## src/rtl/bk_dbg_pkg.sv

```systemverilog
/*
 * BK-0010 debug subsystem shared definitions
 * Bus widths, Wishbone request and bus observation records, display sources
 */

`default_nettype none

package bk_dbg_pkg;

	// ==============================
	// Bus geometry
	// ==============================
	localparam int ADDR_W = 18;  // SRAM word address
	localparam int DATA_W = 16;
	localparam int SEL_W  = 2;   // Byte lanes

	// ==============================
	// Wishbone classic request
	// ==============================
	// Held steady by the CPU side until ack
	typedef struct packed {
		logic              cyc;
		logic              stb;
		logic              we;
		logic [SEL_W-1:0]  sel;    // Bit 0 low byte, bit 1 high byte
		logic [ADDR_W-1:0] adr;
		logic [DATA_W-1:0] dat;    // Write data
		logic              fetch;  // Address tag, instruction fetch
	} wb_req_t;                    // 40 bits

	// ==============================
	// Completed access, one cycle
	// ==============================
	typedef struct packed {
		logic              valid;  // High in the ack cycle only
		logic              we;
		logic              fetch;
		logic [ADDR_W-1:0] adr;
		// Read data, or for a write the resulting word after the lane merge
		logic [DATA_W-1:0] dat;
	} bus_obs_t;                   // 37 bits

	// Display source, from the board switches
	typedef enum logic [1:0] {
		DISP_FETCH_ADR = 2'd0,  // Low 16 bits of the address
		DISP_WRITE_ADR = 2'd1,  // Low 16 bits as well
		DISP_OPCODE    = 2'd2,
		DISP_LAST_DATA = 2'd3
	} disp_sel_t;

endpackage

`default_nettype wire

```

## src/rtl/bus_monitor.sv

```systemverilog
/*
 * Bus monitor
 * Keeps fetch address, opcode, last write address and last data word,
 * and picks one of them for the hex display
 */

`timescale 1ns/1ps
`default_nettype none

module bus_monitor (
	input  wire                            clk25,
	input  wire                            rst_n,
	input  bk_dbg_pkg::bus_obs_t           obs,
	input  bk_dbg_pkg::disp_sel_t          sw_sel,
	output logic [bk_dbg_pkg::DATA_W-1:0]  disp_word
);
	import bk_dbg_pkg::*;

	logic [DATA_W-1:0] fetch_adr;  // Low 16 bits shown
	logic [DATA_W-1:0] opcode;
	logic [DATA_W-1:0] write_adr;
	logic [DATA_W-1:0] last_data;

	// ==============================
	// Captures
	// ==============================
	always_ff @(posedge clk25 or negedge rst_n) begin
		if (!rst_n) begin
			fetch_adr <= '0;
			opcode    <= '0;
			write_adr <= '0;
			last_data <= '0;
		end else if (obs.valid) begin
			if (obs.fetch && !obs.we) begin
				fetch_adr <= obs.adr[DATA_W-1:0];
				opcode    <= obs.dat;  // Instruction word
			end
			if (obs.we)
				write_adr <= obs.adr[DATA_W-1:0];
			last_data <= obs.dat;  // Reads and writes alike
		end
	end

	// ==============================
	// Display select
	// ==============================
	always_ff @(posedge clk25 or negedge rst_n) begin
		if (!rst_n) begin
			disp_word <= '0;
		end else begin
			case (sw_sel)
				DISP_FETCH_ADR: disp_word <= fetch_adr;
				DISP_WRITE_ADR: disp_word <= write_adr;  // Stands in for SP
				DISP_OPCODE:    disp_word <= opcode;
				DISP_LAST_DATA: disp_word <= last_data;
				default:        disp_word <= '0;
			endcase
		end
	end

	// Fetch tag only ever rides on reads from the CPU side
	a_fetch_read: assert property (@(posedge clk25) disable iff (!rst_n)
		obs.valid |-> !(obs.fetch && obs.we));

endmodule

`default_nettype wire

```

## config.mk

```make
export PLATFORM = sky130hd
export DESIGN_NAME = bus_monitor
export DESIGN_NICKNAME = d
export VERILOG_FILES = /design/src/rtl/bk_dbg_pkg.sv /design/src/rtl/bus_monitor.sv
export SDC_FILE = /design/constraint.sdc
export NUM_CORES = 1
export LEC_CHECK = 0
export BUFFER_PORTS_ARGS = -buffer_cell sky130_fd_sc_hd__clkbuf_2
export CAP_MARGIN = 40
export CORE_ASPECT_RATIO = 1.2
export CORE_MARGIN = 1
export CORE_UTILIZATION = 28
export DETAILED_ROUTE_END_ITERATION = 7
export HOLD_SLACK_MARGIN = 0.1
export SLEW_MARGIN = 20
export SYNTH_ARGS = -nofsm -noshare
export SYNTH_HDL_FRONTEND = slang
export SYNTH_SLANG_ARGS = --single-unit
```

## constraint.sdc

```tcl
create_clock -name clk25 -period 2.8 [get_ports clk25]
set_input_delay 0.84 -clock clk25 [delete_from_list [all_inputs] [get_ports clk25]]
set_output_delay 0.84 -clock clk25 [all_outputs]
set_load 0.01 [all_outputs]
```

==> impl_metrics.py <==
metrics = {
    "clock_tree": {
        "cts_made_buffers": 9,
        "hold_buffers": 0,
        "cts-resized-gates": 0,
        "cts_buffer_depth": 2,
        "cts_root_buffer": "clkbuf_16",
        "cts_sinks": 80,
        "clk_latency_ns": 0.33,
        "post_cts_buffers": 0,
        "clkTransAtPathRegs_ns": 0.06,
        "htree_levels": 3,
        "cts_tree": "yes",
    },
    "final_layout": {
        "multiInputGateArea_mm2": 0.001225,
        "final_nets": 272,
        "antenna_cells": 0,
        "fillCellCount": 1096,
        "regArea_mm2": 0.002002,
        "area_growth_pct": 21.11,
        "final_cell_mix": "dfrtp_1 (80), clkbuf_2 (53), mux2_2 (34)",
        "final_cell_area_mm2": 0.004013,
        "final_common_cell": "dfrtp_1",
        "drive_gt1_share_pct": 63.83,
    },
    "floorplan": {
        "coreArea_mm2": 0.01157,
        "fp-row-count": 43,
        "ios": 57,
        "dieArea_mm2": 0.01227,
        "start_util_pct": 28.64,
        "die_w_um": 101.3,
        "die_y_um": 121.2,
    },
    "synthesis": {
        "synth_nets": 213,
        "syn_avg_cell_area_um2": 19.26,
        "ys_ff_latch": 80,
        "yosys-top-cells-area": "dfrtp_1 (60%), mux2_4 (14%), mux2_2 (12%), mux4_2 (11%), buf_6 (1.7%)",
        "synth_top_area_share_pct": 60.42,
        "synth_cells": 172,
        "synth_top_cell_by_area": "dfrtp_1",
        "yosys_warnings": 0,
        "yosysUniqueCellTypes": 10,
        "syn_area_mm2": 0.003313,
        "ys_seq_area_share_pct": 60.42,
    },
    "sta": {
        "hold_viol": 0,
        "min_period_ns": 1.721,
        "fmax_mhz": 580.9,
        "drv_slew": 0,
        "fin_crit_sh_pct": 61.48,
        "setup_viol": 0,
        "tightest_slew_ns": 0.5483,
        "relSlewSlack_pct": 63.44,
        "fin_worst_skew_ns": 0.002692,
        "tns_ns": 0,
        "rsz0062_at_grt": "no",
    },
    "run": {
        "max_cap_viol_count": 0,
    },
    "global_route": {
        "grt_first_pass_wirelength_um": 9998,
        "grt_pass1_vias": 1817,
        "grt_util_all_layers_pct": 11.35,
        "antenna_found_initial": 0,
        "grt.overflow.total": 0,
        "grt_max_degree": 42,
    },
    "critical_path": {
        "cp_slowest_stage_delay_ns": 0.37,
        "crit_fanout": 18,
        "cp_slowest_cell": "nand3b_4",
        "crit_type": "input port to flop",
        "cp_data_required_time_ns": 3.01,
        "crit_chain": "clkbuf_2, nand3b_4, buf_12, mux2_4",
        "worst_setup_path_start_kind": "input port",
        "arrival_ns": 1.93,
        "critPathCaptureType": "flop",
    },
    "placed_design": {
        "routabilityCongestion": 0.6595,
        "placed_cell_area_mm2": 0.003764,
        "port_buffers": 54,
    },
    "route": {
        "route.detailed.drc": 0,
        "wire_per_inst_um": 15.64,
        "routed_wl_um": 6130,
        "drtAntennaViolNets": 0,
        "top_layer": "met4",
        "first_pass_iters": 3,
        "met2WireLength_um": 3174,
        "wl_met3_um": 255,
        "vias": 1677,
        "wl_met1_um": 2576,
        "viasPerCell": 4.278,
        "drt_iter0_drc": 42,
    },
    "power": {
        "ir_drop_v": 0.0002547,
        "leakage_uw": 0.001866,
        "power_density_mw_per_mm2": 724.1,
    },
    "run_status": {
        "outcome": "completed",
    },
    "hold_path": {
        "min_path_type": "input port to async pin",
    },
}
## kinds of logic after synthesis
| family | Yosys count | synth area share, % |
|---|---|---|
| flip-flops | 80 | 60.42 |
| AND/OR/NAND/NOR | 2 | 0.9441 |
| buffers and inverters | 10 | 2.605 |
| multiplexers | 80 | 36.03 |
## worst max-delay path, delay by kind of cell
family / cells / cell delay (ns)
muxes: 1 / 0.30
buffers and inverters: 2 / 0.40
and+or+nand+nor: 1 / 0.37
## stage by stage
stage               utilization [%]  worst slack (ns)  hold WS, ns  cells  power, µW
floorplan                         -             1.039       0.4738    172       1754
global placement              32.54            0.7309       0.4821    377       1899
detailed placement            32.54            0.7253       0.4909    377       1921
CTS                           34.69             1.076       0.5046    392       2953
global route                  34.69             1.059       0.5192    392       3058
finish                        34.69             1.079       0.4878    392       2906
## layer usage
metal	GRT usage, %	up-vias
li1	-	750
met1	13.74	885
met2	17.94	30
met3	3.802	12
met4	5.707	0
met5	0	-
## sequential cells by signal, summed over array words and instances, names as in the netlist
| signal | count |
|---|---|
| write_adr | 16 |
| opcode | 16 |
| last_data | 16 |
| disp_word | 16 |
| fetch_adr | 16 |
## report_power, final
group	switching (µW)	total (µW)	leakage, µW	internal (µW)
Sequential	84.5	1430	0.000943	1350
Combinational	161	457	0.000802	296
Clock	420	1020	0.000121	595
## Yosys cell counts (all sizes together)
| library cell | n |
|---|---|
| clkbuf | 1 |
| dfrtp | 80 |
| nand2 | 1 |
| mux2 | 64 |
| mux4 | 16 |
| buf | 9 |
| nand3b | 1 |
## path summary, 6_finish.rpt
kind	slack [ns]	cells after the start	endpoint	from
max in group asynchronous	1.70	2	fetch_adr[9]$_DFFE_PN0P_	rst_n
min in group clk25	0.50	1	write_adr[6]$_DFFE_PN0P_	write_adr[6]$_DFFE_PN0P_
setup / recovery	1.08	4	opcode[3]$_DFFE_PN0P_	obs[35]
hold / removal	0.49	1	opcode[14]$_DFFE_PN0P_	rst_n
hold reg to reg	0.50	1	write_adr[6]$_DFFE_PN0P_	write_adr[6]$_DFFE_PN0P_
setup reg to reg	1.82	1	disp_word[9]$_DFF_PN0_	last_data[9]$_DFFE_PN0P_
## layout make-up
cell class,instances,share of cell area [%]
clock buffer,14,6.080
timing repair buffer,58,8.481
multi-input combinational,82,30.53
sequential,80,49.89
tap,157,4.896
clock inverter,1,0.1247
Power figures use the tool's default switching activity.
