### src/rtl/hex4_display.sv
/*
 * Four-digit hex display driver
 * Active-low seven-segment codes in DE1 order, hex0 is the low nibble
 */

`timescale 1ns/1ps
`default_nettype none

module hex4_display (
	input  wire         clk25,
	input  wire         rst_n,
	input  wire  [15:0] word,
	output logic [6:0]  hex0,
	output logic [6:0]  hex1,
	output logic [6:0]  hex2,
	output logic [6:0]  hex3
);
	// Segment bits g..a with low meaning lit
	function automatic logic [6:0] seg7(input logic [3:0] nib);
		case (nib)
			4'h0: return 7'b1000000;
			4'h1: return 7'b1111001;
			4'h2: return 7'b0100100;
			4'h3: return 7'b0110000;
			4'h4: return 7'b0011001;
			4'h5: return 7'b0010010;
			4'h6: return 7'b0000010;
			4'h7: return 7'b1111000;
			4'h8: return 7'b0000000;
			4'h9: return 7'b0010000;
			4'ha: return 7'b0001000;
			4'hb: return 7'b0000011;  // Lower case b
			4'hc: return 7'b1000110;
			4'hd: return 7'b0100001;  // Lower case d
			4'he: return 7'b0000110;
			default: return 7'b0001110;  // F
		endcase
	endfunction

	always_ff @(posedge clk25 or negedge rst_n) begin
		if (!rst_n) begin
			hex0 <= 7'b1000000;  // Shows 0000
			hex1 <= 7'b1000000;
			hex2 <= 7'b1000000;
			hex3 <= 7'b1000000;
		end else begin
			hex0 <= seg7(word[3:0]);
			hex1 <= seg7(word[7:4]);
			hex2 <= seg7(word[11:8]);
			hex3 <= seg7(word[15:12]);
		end
	end

endmodule

`default_nettype wire

### config.mk
export PLATFORM = sky130hd
export DESIGN_NAME = hex4_display
export DESIGN_NICKNAME = d
export VERILOG_FILES = /design/src/rtl/hex4_display.sv
export SDC_FILE = /design/constraint.sdc
export NUM_CORES = 1
export LEC_CHECK = 0
export BUFFER_PORTS_ARGS = -buffer_cell sky130_fd_sc_hd__buf_2
export CAP_MARGIN = 20
export CORE_MARGIN = 1.5
export CORE_UTILIZATION = 48
export CTS_CLUSTER_SIZE = 16
export DETAILED_ROUTE_END_ITERATION = 8
export PLACE_DENSITY = 0.83
export SYNTH_ARGS = -nofsm -noshare
export SYNTH_HDL_FRONTEND = slang
export SYNTH_SLANG_ARGS = --single-unit
### constraint.sdc
create_clock -name clk25 -period 0.8 [get_ports clk25]
set_input_delay 0.08 -clock clk25 [delete_from_list [all_inputs] [get_ports clk25]]
set_output_delay 0.08 -clock clk25 [all_outputs]
set_load 0.03 [all_outputs]
==> metrics.txt, run 1 <==
die area=0.00414 sq mm; hpwl dp=3.26 mm; TNS Setup=-2.90 ns; Crit Path Category=reg -> out; largest delay contributor family on the critical path=flip-flops; Fmax=0.983 GHz; top-area cell type share of the netlist area=33.3%; CP Capture Type=output pin; crit path time final=1.02 ns; Overall Global Routing Usage=24.4%; CTS Buf Count=3; Int Power=2.76 mW; syn nets=198; Net Sw Power=1.26 mW; Synth warnings=0; # nets final=291; Vias/cell=5.40; Post-route DRC=0; clock sinks=28; Ant. Diodes=0; Pleak=1.45 nW; Syn Area/Cell=11.9 sq um; starting density of the core=49.7%; remaining antenna violation count=0; share of post-route cells with drive strength above 1=59.0%; register area share after synthesis=39.1%; initial DRC count=78; clock buffer depth=2; Buf/Inv on CP=1; cells taking the most area after synthesis=dfrtp_1 (33%), ha_1 (19%), mux2i_1 (7.8%); IO buf count=45; DP Area=0.00250 sq mm; Max Cap Viol=0; die width=64.3 um; HP Class=in -> reg; pwr dens=1340 mW/mm^2; initial antenna violation count=0; Placed Instances=276; area grow syn2layout=66.2%; Die H=64.3 um; final WL=4.80 mm; clk slew on worst S/H paths=0.10 ns; CTS tree=yes; part of the power in registers=40.2%; first-pass detailed-route iteration total=4; Tightest Pin Transition=0.222 ns; status=complete, but fails checks; row cnt=22; largest fanout on the critical path=1; IO Count=46; slowest stage cell, crit path=dfstp_2; Netlist Area Pre-Place=0.00181 sq mm; wire length per cell=16.5 um; first-pass GRT wire length=7.77 mm; unrepaired setup endpoints after global routing=yes; Slew headroom=84.8%; fin crit share=127%; Stages on worst setup path=1; Power, Total=4.02 mW; Slew Viols, Final=0; maximum number of pins on one net before global-route repair=29; Core ar.=0.00363 sq mm; Placer Congestion=0.861; WP data required=0.72 ns; crit-path max cell delay=0.54 ns; synthesized flop and latch total=28; Comb power frac=38.1%; routed vias=1577; CTS root buf=clkbuf_8; maximum vdd drop=0.669 mV; leading area contributor after synthesis=dfrtp_1; Data arrival, critical path=0.94 ns; post-layout worst setup margin=-0.217 ns; final cell count without fillers=292; fillers=177; gr ovfl total=0; critical path cell sequence=buf_6; Final Hold Fails=0; vias in the first global route=1643; design area=0.00300 sq mm; H-Tree Depth=1; failing checks=negative setup slack; clock power share=21.7%; hold path depth=2; Final setup violation count=35; crit start category=register; switching share of power=31.4%; synth unique cells=24; Mapped Cells=152
logic make-up after synthesis:
family                   synth area share [%]
flip-flops                               39.1
AND/OR/NAND/NOR                          8.32
buffers and inverters                    6.03
multiplexers                             17.1
adder cells (fa/ha/maj)                  19.4
AO/OA/AOI/OAI                            10.0
per-stage QoR:
step | setup WS (ns) | utilization, % | hold slack (ns)
after global placement | -0.392 | 68.9 | 0.0388
after global routing | -0.248 | 82.6 | 0.0783
after detailed placement | -0.441 | 68.9 | 0.0415
after floorplan | -0.130 | - | -0.216
after CTS | -0.227 | 80.8 | 0.0606
final | -0.217 | 82.6 | 0.0808
cell type report:
cell class / instances / area, sq um / share of cell area [%]
repair buffers: 96 / 917 / 30.6
well taps: 48 / 60.1 / 2.00
multi-input cells: 104 / 1120 / 37.4
flip-flops and latches: 28 / 706 / 23.5
clock buffers: 4 / 55.1 / 1.83
inverters: 12 / 140 / 4.67
cell usage in the layout, fill, tap and decap left out, drive strengths merged:
| cell type | n |
|---|---|
| a21oi | 2 |
| a22o | 7 |
| a32o | 4 |
| and2b | 3 |
| buf | 95 |
| clkbuf | 4 |
| dfrtp | 24 |
| dfstp | 4 |
| dlygate4sd3 | 1 |
| ha | 28 |
| inv | 12 |
| mux2 | 6 |
| mux2i | 14 |
| mux4 | 4 |
| nand2 | 4 |
| nand2b | 3 |
| nor2 | 13 |
| nor2b | 1 |
| o21ai | 5 |
| o22ai | 3 |
| o31ai | 3 |
| or3b | 4 |
flip-flops by register name, indices dropped and copies added, names as in the netlist:
name / count
hex0: 7
hex1: 7
hex2: 7
hex3: 7
final timing paths:
kind	startpoint	end	slack, ns
setup / recovery	hex2[6]$_DFF_PN1_	hex2[6]	-0.22
hold / removal	word[10]	hex2[0]$_DFF_PN0_	0.08
max in group asynchronous	rst_n	hex1[6]$_DFF_PN1_	0.28
min in group asynchronous	rst_n	hex0[5]$_DFF_PN0_	0.28
what timing repair did:
action / 4_1_cts / 5_1_grt
hold endpoints to repair: 28 / 0
setup buffers: 7 / 4
pin swaps: 7 / 8
hold buffers: 1 / 0
resized for setup: 92 / 7
setup endpoints to repair: 43 / 37
per-layer routing:
metal  up-vias  track usage, %  part of all wire (%)
met4         0            7.71                   2.3
li1        709               -                     -
met3        18            5.11                   4.9
met1       793            25.1                    36
met5         -               0                     0
met2        57            48.3                    57
synth_stat cells:
cell type,number
and2b_2,3
dfrtp_1,24
mux2i_1,14
mux4_1,3
or3b_1,4
o31ai_1,3
a32o_1,4
buf_6,3
mux2_2,6
buf_2,3
nand2b_1,3
inv_1,12
nor2_1,13
dfstp_2,4
o21ai_0,5
a22o_1,4
nand2_1,4
a21oi_1,2
ha_1,28
mux4_2,1
o22ai_1,3
buf_4,2
nor2b_1,1
a22o_2,3
power by group through the flow:
stage | clock [mW] | combinational, mW | sequential, mW
detailed placement | 0 | 1.22 | 1.61
global placement | 0 | 1.17 | 1.60
floorplan | 0 | 0.457 | 1.87
CTS | 0.897 | 1.47 | 1.61
finish | 0.871 | 1.53 | 1.62
global route | 0.954 | 1.62 | 1.63
Power figures use the tool's default switching activity.
==> run 2: changes to the inputs <==
GPL_TIMING_DRIVEN = 0   (was default)
==> metrics.txt, run 2 (synthesized netlist as in run 1, its figures left out) <==
maximum number of pins on one net before global-route repair=29 (unchanged); first-pass detailed-route iteration total=5 (was 4); post-layout worst setup margin=-0.211 ns (was -0.217 ns); Post-route DRC=0 (unchanged); starting density of the core=49.7% (unchanged); failing checks=negative hold slack, negative setup slack (was negative setup slack); Data arrival, critical path=0.93 ns (was 0.94 ns); Placer Congestion=0.840 (was 0.861); critical path cell sequence=buf_6 (unchanged); # nets final=266 (was 291); wire length per cell=13.9 um (was 16.5 um); commonest non-fill, non-tap cells in the layout=buf_6 (31), dfrtp_1 (24), buf_4 (20) (was buf_4 (48), buf_6 (29), dfrtp_1 (24)); Post-Place Worst Slack=-0.485 ns (was -0.441 ns); Slew headroom=61.4% (was 84.8%); unrepaired setup endpoints after global routing=yes (unchanged); share of post-route cells with drive strength above 1=52.8% (was 59.0%); clock sinks=28 (unchanged); initial DRC count=57 (was 78); commonest non-fill, non-tap cell in the layout=buf_6 (was buf_4); Pleak=1.33 nW (was 1.45 nW); H-Tree Depth=1 (unchanged); die area=0.00414 sq mm (unchanged); Die H=64.3 um (unchanged); Final setup violation count=34 (was 35); largest fanout on the critical path=1 (unchanged); CP Capture Type=output pin (unchanged); row cnt=22 (unchanged); Comb power frac=37.1% (was 38.1%); Slew Viols, Final=0 (unchanged); switching share of power=30.8% (was 31.4%); crit-path max cell delay=0.54 ns (about the same); crit path time final=1.01 ns (was 1.02 ns); part of the power in registers=43.5% (was 40.2%); Max Cap Viol=0 (unchanged); Vias/cell=5.23 (was 5.40); met2 WL=2.11 mm (was 2.72 mm); TNS Setup=-2.46 ns (was -2.90 ns); largest delay contributor family on the critical path=flip-flops (unchanged); vias in the first global route=1402 (was 1643); maximum vdd drop=0.866 mV (was 0.669 mV); pwr dens=1350 mW/mm^2 (was 1340 mW/mm^2); Power, Total=3.71 mW (was 4.02 mW); WL met3=155 um (was 237 um); CTS Buf Count=3 (unchanged); fillers=215 (was 177); Tightest Pin Transition=0.579 ns (was 0.222 ns); IO Count=46 (unchanged); CTS tree=yes (unchanged); die width=64.3 um (unchanged); Net Sw Power=1.14 mW (was 1.26 mW); area grow syn2layout=52.5% (was 66.2%); Ant. Diodes=0 (unchanged); top layer reached by signal wires=met4 (unchanged); final WL=3.71 mm (was 4.80 mm); routed vias=1390 (was 1577); met1 wire length=1.36 mm (was 1.73 mm); Overall Global Routing Usage=18.4% (was 24.4%); clock power share=19.4% (was 21.7%); clk slew on worst S/H paths=0.09 ns (was 0.10 ns); initial antenna violation count=0 (unchanged); status=complete, but fails checks (unchanged); Final Hold Fails=24 (was 0); CTS root buf=clkbuf_8 (unchanged); Fmax=0.989 GHz (was 0.983 GHz); crit start category=register (unchanged); hpwl dp=2.56 mm (was 3.26 mm); Int Power=2.57 mW (was 2.76 mW); IO buf count=45 (unchanged); gr ovfl total=0 (unchanged); WP data required=0.72 ns (about the same); fin crit share=126% (was 127%); clock buffer depth=2 (unchanged); Core ar.=0.00363 sq mm (unchanged); slowest stage cell, crit path=dfstp_2 (unchanged); Min Hold Slack=-0.196 ns (was 0.0808 ns); HP Class=in -> async (was in -> reg); remaining antenna violation count=0 (unchanged); Crit Path Category=reg -> out (unchanged); first-pass GRT wire length=6.01 mm (was 7.77 mm); Buf/Inv on CP=1 (unchanged)
## run 2: area by class of cell
class,count,area [sq um],area share [%]
Multi-Input combinational cell,104,1090,39.5
Sequential cell,28,706,25.6
Timing Repair Buffer,63,656,23.8
Inverter,12,140,5.09
Buffer,8,63.8,2.32
Tap cell,48,60.1,2.18
Clock buffer,3,41.3,1.50
## run 2: repair_timing
item                                   4_1_cts  5_1_grt
setup buffers                               14        4
resized for setup                           87        5
endpoints found under the hold margin       24       24
setup endpoints to repair                   39       36
pin swaps                                    7        5
cloned                                       0        0
## run 2: power groups by stage
stage          logic (mW)  registers, mW  clock network (mW)
2_1_floorplan       0.457           1.87                   0
4_1_cts              1.33           1.61               0.737
6_report             1.37           1.61               0.718
3_5_place_dp         1.07           1.61                   0
3_3_place_gp         1.04           1.60                   0
5_1_grt              1.46           1.62               0.812
## run 2: metal layers
metal	vias to the layer above	track usage, %
met5	-	0
met4	0	5.59
met3	10	3.52
met2	44	36.1
met1	673	19.5
li1	663	-
## run 2: per-stage QoR
| stage | cell area (sq um) | util [%] | cells |
|---|---|---|---|
| 2_1_floorplan | 1980 | - | 152 |
| 3_3_place_gp | 2260 | 62.3 | 245 |
| 3_5_place_dp | 2260 | 62.3 | 245 |
| 4_1_cts | 2700 | 74.3 | 262 |
| 5_1_grt | 2750 | 75.8 | 266 |
| 6_report | 2750 | 75.8 | 266 |
## run 2: how the worst max path moves through the flow
stage                      startpoint           endpoint  slack, ns  depth (start not counted)
detailed placement            word[8]  hex2[3]$_DFF_PN0_      -0.48                          5
global route        hex2[6]$_DFF_PN1_            hex2[6]      -0.24                          1
CTS                 hex2[6]$_DFF_PN1_            hex2[6]      -0.21                          1
floorplan                     word[1]  hex0[3]$_DFF_PN0_      -0.13                          4
finish              hex2[6]$_DFF_PN1_            hex2[6]      -0.21                          1
global placement              word[0]  hex0[3]$_DFF_PN0_      -0.44                          5
==> run 3: changes to the inputs <==
CORE_MARGIN = default   (was 1.5)
==> metrics.txt, run 3 (synthesized netlist as in run 1, its figures left out) <==
Crit Path Category=reg -> out (unchanged); Post-route DRC=0 (unchanged); final WL=4.25 mm (was 3.71 mm); share of post-route cells with drive strength above 1=52.3% (was 52.8%); final cell count without fillers=262 (was 266); Fmax=0.984 GHz (was 0.989 GHz); maximum number of pins on one net before global-route repair=29 (unchanged); first-pass detailed-route iteration total=4 (was 5); Final setup violation count=34 (unchanged); unrepaired setup endpoints after global routing=yes (unchanged); Power, Total=3.80 mW (was 3.71 mW); Data arrival, critical path=0.94 ns (was 0.93 ns); Die H=63.3 um (was 64.3 um); wire length per cell=16.2 um (was 13.9 um); largest fanout on the critical path=1 (unchanged); row cnt=21 (was 22); failing checks=negative setup slack (was negative hold slack, negative setup slack); slowest stage cell, crit path=dfstp_2 (unchanged); CTS root buf=clkbuf_8 (unchanged); WP data required=0.72 ns (about the same); crit start category=register (unchanged); Final Hold Fails=0 (was 24); IO buf count=45 (unchanged); Overall Global Routing Usage=22.7% (was 18.4%); maximum vdd drop=0.627 mV (was 0.866 mV); largest delay contributor family on the critical path=flip-flops (unchanged); clock buffer depth=2 (unchanged); Vias/cell=5.50 (was 5.23); Max Cap Viol=0 (unchanged); Pleak=1.32 nW (was 1.33 nW); IO Count=46 (unchanged); remaining antenna violation count=0 (unchanged); initial DRC count=119 (was 57); Post-Place Worst Slack=-0.470 ns (was -0.485 ns); starting density of the core=52.1% (was 49.7%); clk slew on worst S/H paths=0.09 ns (about the same); first-pass GRT wire length=7.08 mm (was 6.01 mm); Tightest Pin Transition=0.378 ns (was 0.579 ns); crit-path max cell delay=0.54 ns (about the same); post-layout worst setup margin=-0.216 ns (was -0.211 ns); # nets final=263 (was 266); Slew headroom=74.8% (was 61.4%); die area=0.00401 sq mm (was 0.00414 sq mm); pwr dens=1370 mW/mm^2 (was 1350 mW/mm^2); area grow syn2layout=53.4% (was 52.5%); CTS Buf Count=3 (unchanged); CTS tree=yes (unchanged); fillers=177 (was 215); Buf/Inv on CP=1 (unchanged); H-Tree Depth=1 (unchanged); TNS Setup=-2.91 ns (was -2.46 ns); CP Capture Type=output pin (unchanged); crit path time final=1.02 ns (was 1.01 ns); commonest non-fill, non-tap cells in the layout=buf_6 (31), dfrtp_1 (24), ha_1 (17) (was buf_6 (31), dfrtp_1 (24), buf_4 (20)); Slew Viols, Final=0 (unchanged); die width=63.3 um (was 64.3 um); Placer Congestion=0.935 (was 0.840); status=complete, but fails checks (unchanged); fin crit share=127% (was 126%); Ant. Diodes=0 (unchanged); Core ar.=0.00347 sq mm (was 0.00363 sq mm); Placed Instances=243 (was 245); commonest non-fill, non-tap cell in the layout=buf_6 (unchanged); critical path cell sequence=buf_6 (unchanged); gr ovfl total=0 (unchanged); initial antenna violation count=0 (unchanged); HP Class=in -> reg (was in -> async); clock sinks=28 (unchanged); routed vias=1440 (was 1390); hpwl dp=2.58 mm (was 2.56 mm); vias in the first global route=1483 (was 1402)
run 3: cell count changes in the layout (fill, tap and decap cells not counted), sizes merged:
| cell | delta |
|---|---|
| clkbuf | +2 |
| dlygate4sd3 | +1 |
| buf | -5 |
run 3: layout make-up:
class / count / area [sq um] / share of cell area (%)
clock buffer: 4 / 45.0 / 1.63
sequential: 28 / 706 / 25.5
timing repair buffer: 60 / 651 / 23.5
buffer: 8 / 63.8 / 2.30
tap: 46 / 57.6 / 2.08
inverter: 12 / 140 / 5.06
multi-input combinational: 104 / 1110 / 40.0
run 3: stage by stage:
stage	utilization, %	instance area [sq um]	hold WS (ns)
3_5_place_dp	65.2	2260	0.122
5_1_grt	79.9	2770	0.0934
6_report	79.9	2770	0.0882
3_3_place_gp	65.2	2260	0.109
4_1_cts	77.8	2700	0.0618
2_1_floorplan	-	1980	-0.216
run 3: power breakdown:
group	switching, mW	leakage [nW]	internal (mW)
Sequential	0.0607	0.344	1.55
Combinational	0.728	0.948	0.683
Clock	0.424	0.0228	0.358
run 3: path summary, 6_finish.rpt:
kind / slack [ns] / start / cells after the start / endpoint
max: -0.22 / hex1[6]$_DFF_PN1_ / 1 / hex1[6]
max in group asynchronous: 0.19 / rst_n / 2 / hex3[6]$_DFF_PN1_
min in group asynchronous: 0.29 / rst_n / 2 / hex0[5]$_DFF_PN0_
min: 0.09 / word[13] / 2 / hex3[1]$_DFF_PN0_
run 3: what timing repair did:
item | in CTS | in global routing
setup buffers | 12 | 2
gates cloned | 0 | 0
hold endpoints to repair | 24 | 0
setup endpoints to repair | 39 | 63
hold buffers | 1 | 0
gates resized for setup | 88 | 9
pin swaps | 6 | 3
run 3: per-layer routing:
layer  part of all wire [%]  GRT usage (%)
met4                    4.2           10.2
met1                     38           28.5
met2                     54           39.2
met5                      0              0
met3                    3.3           1.99
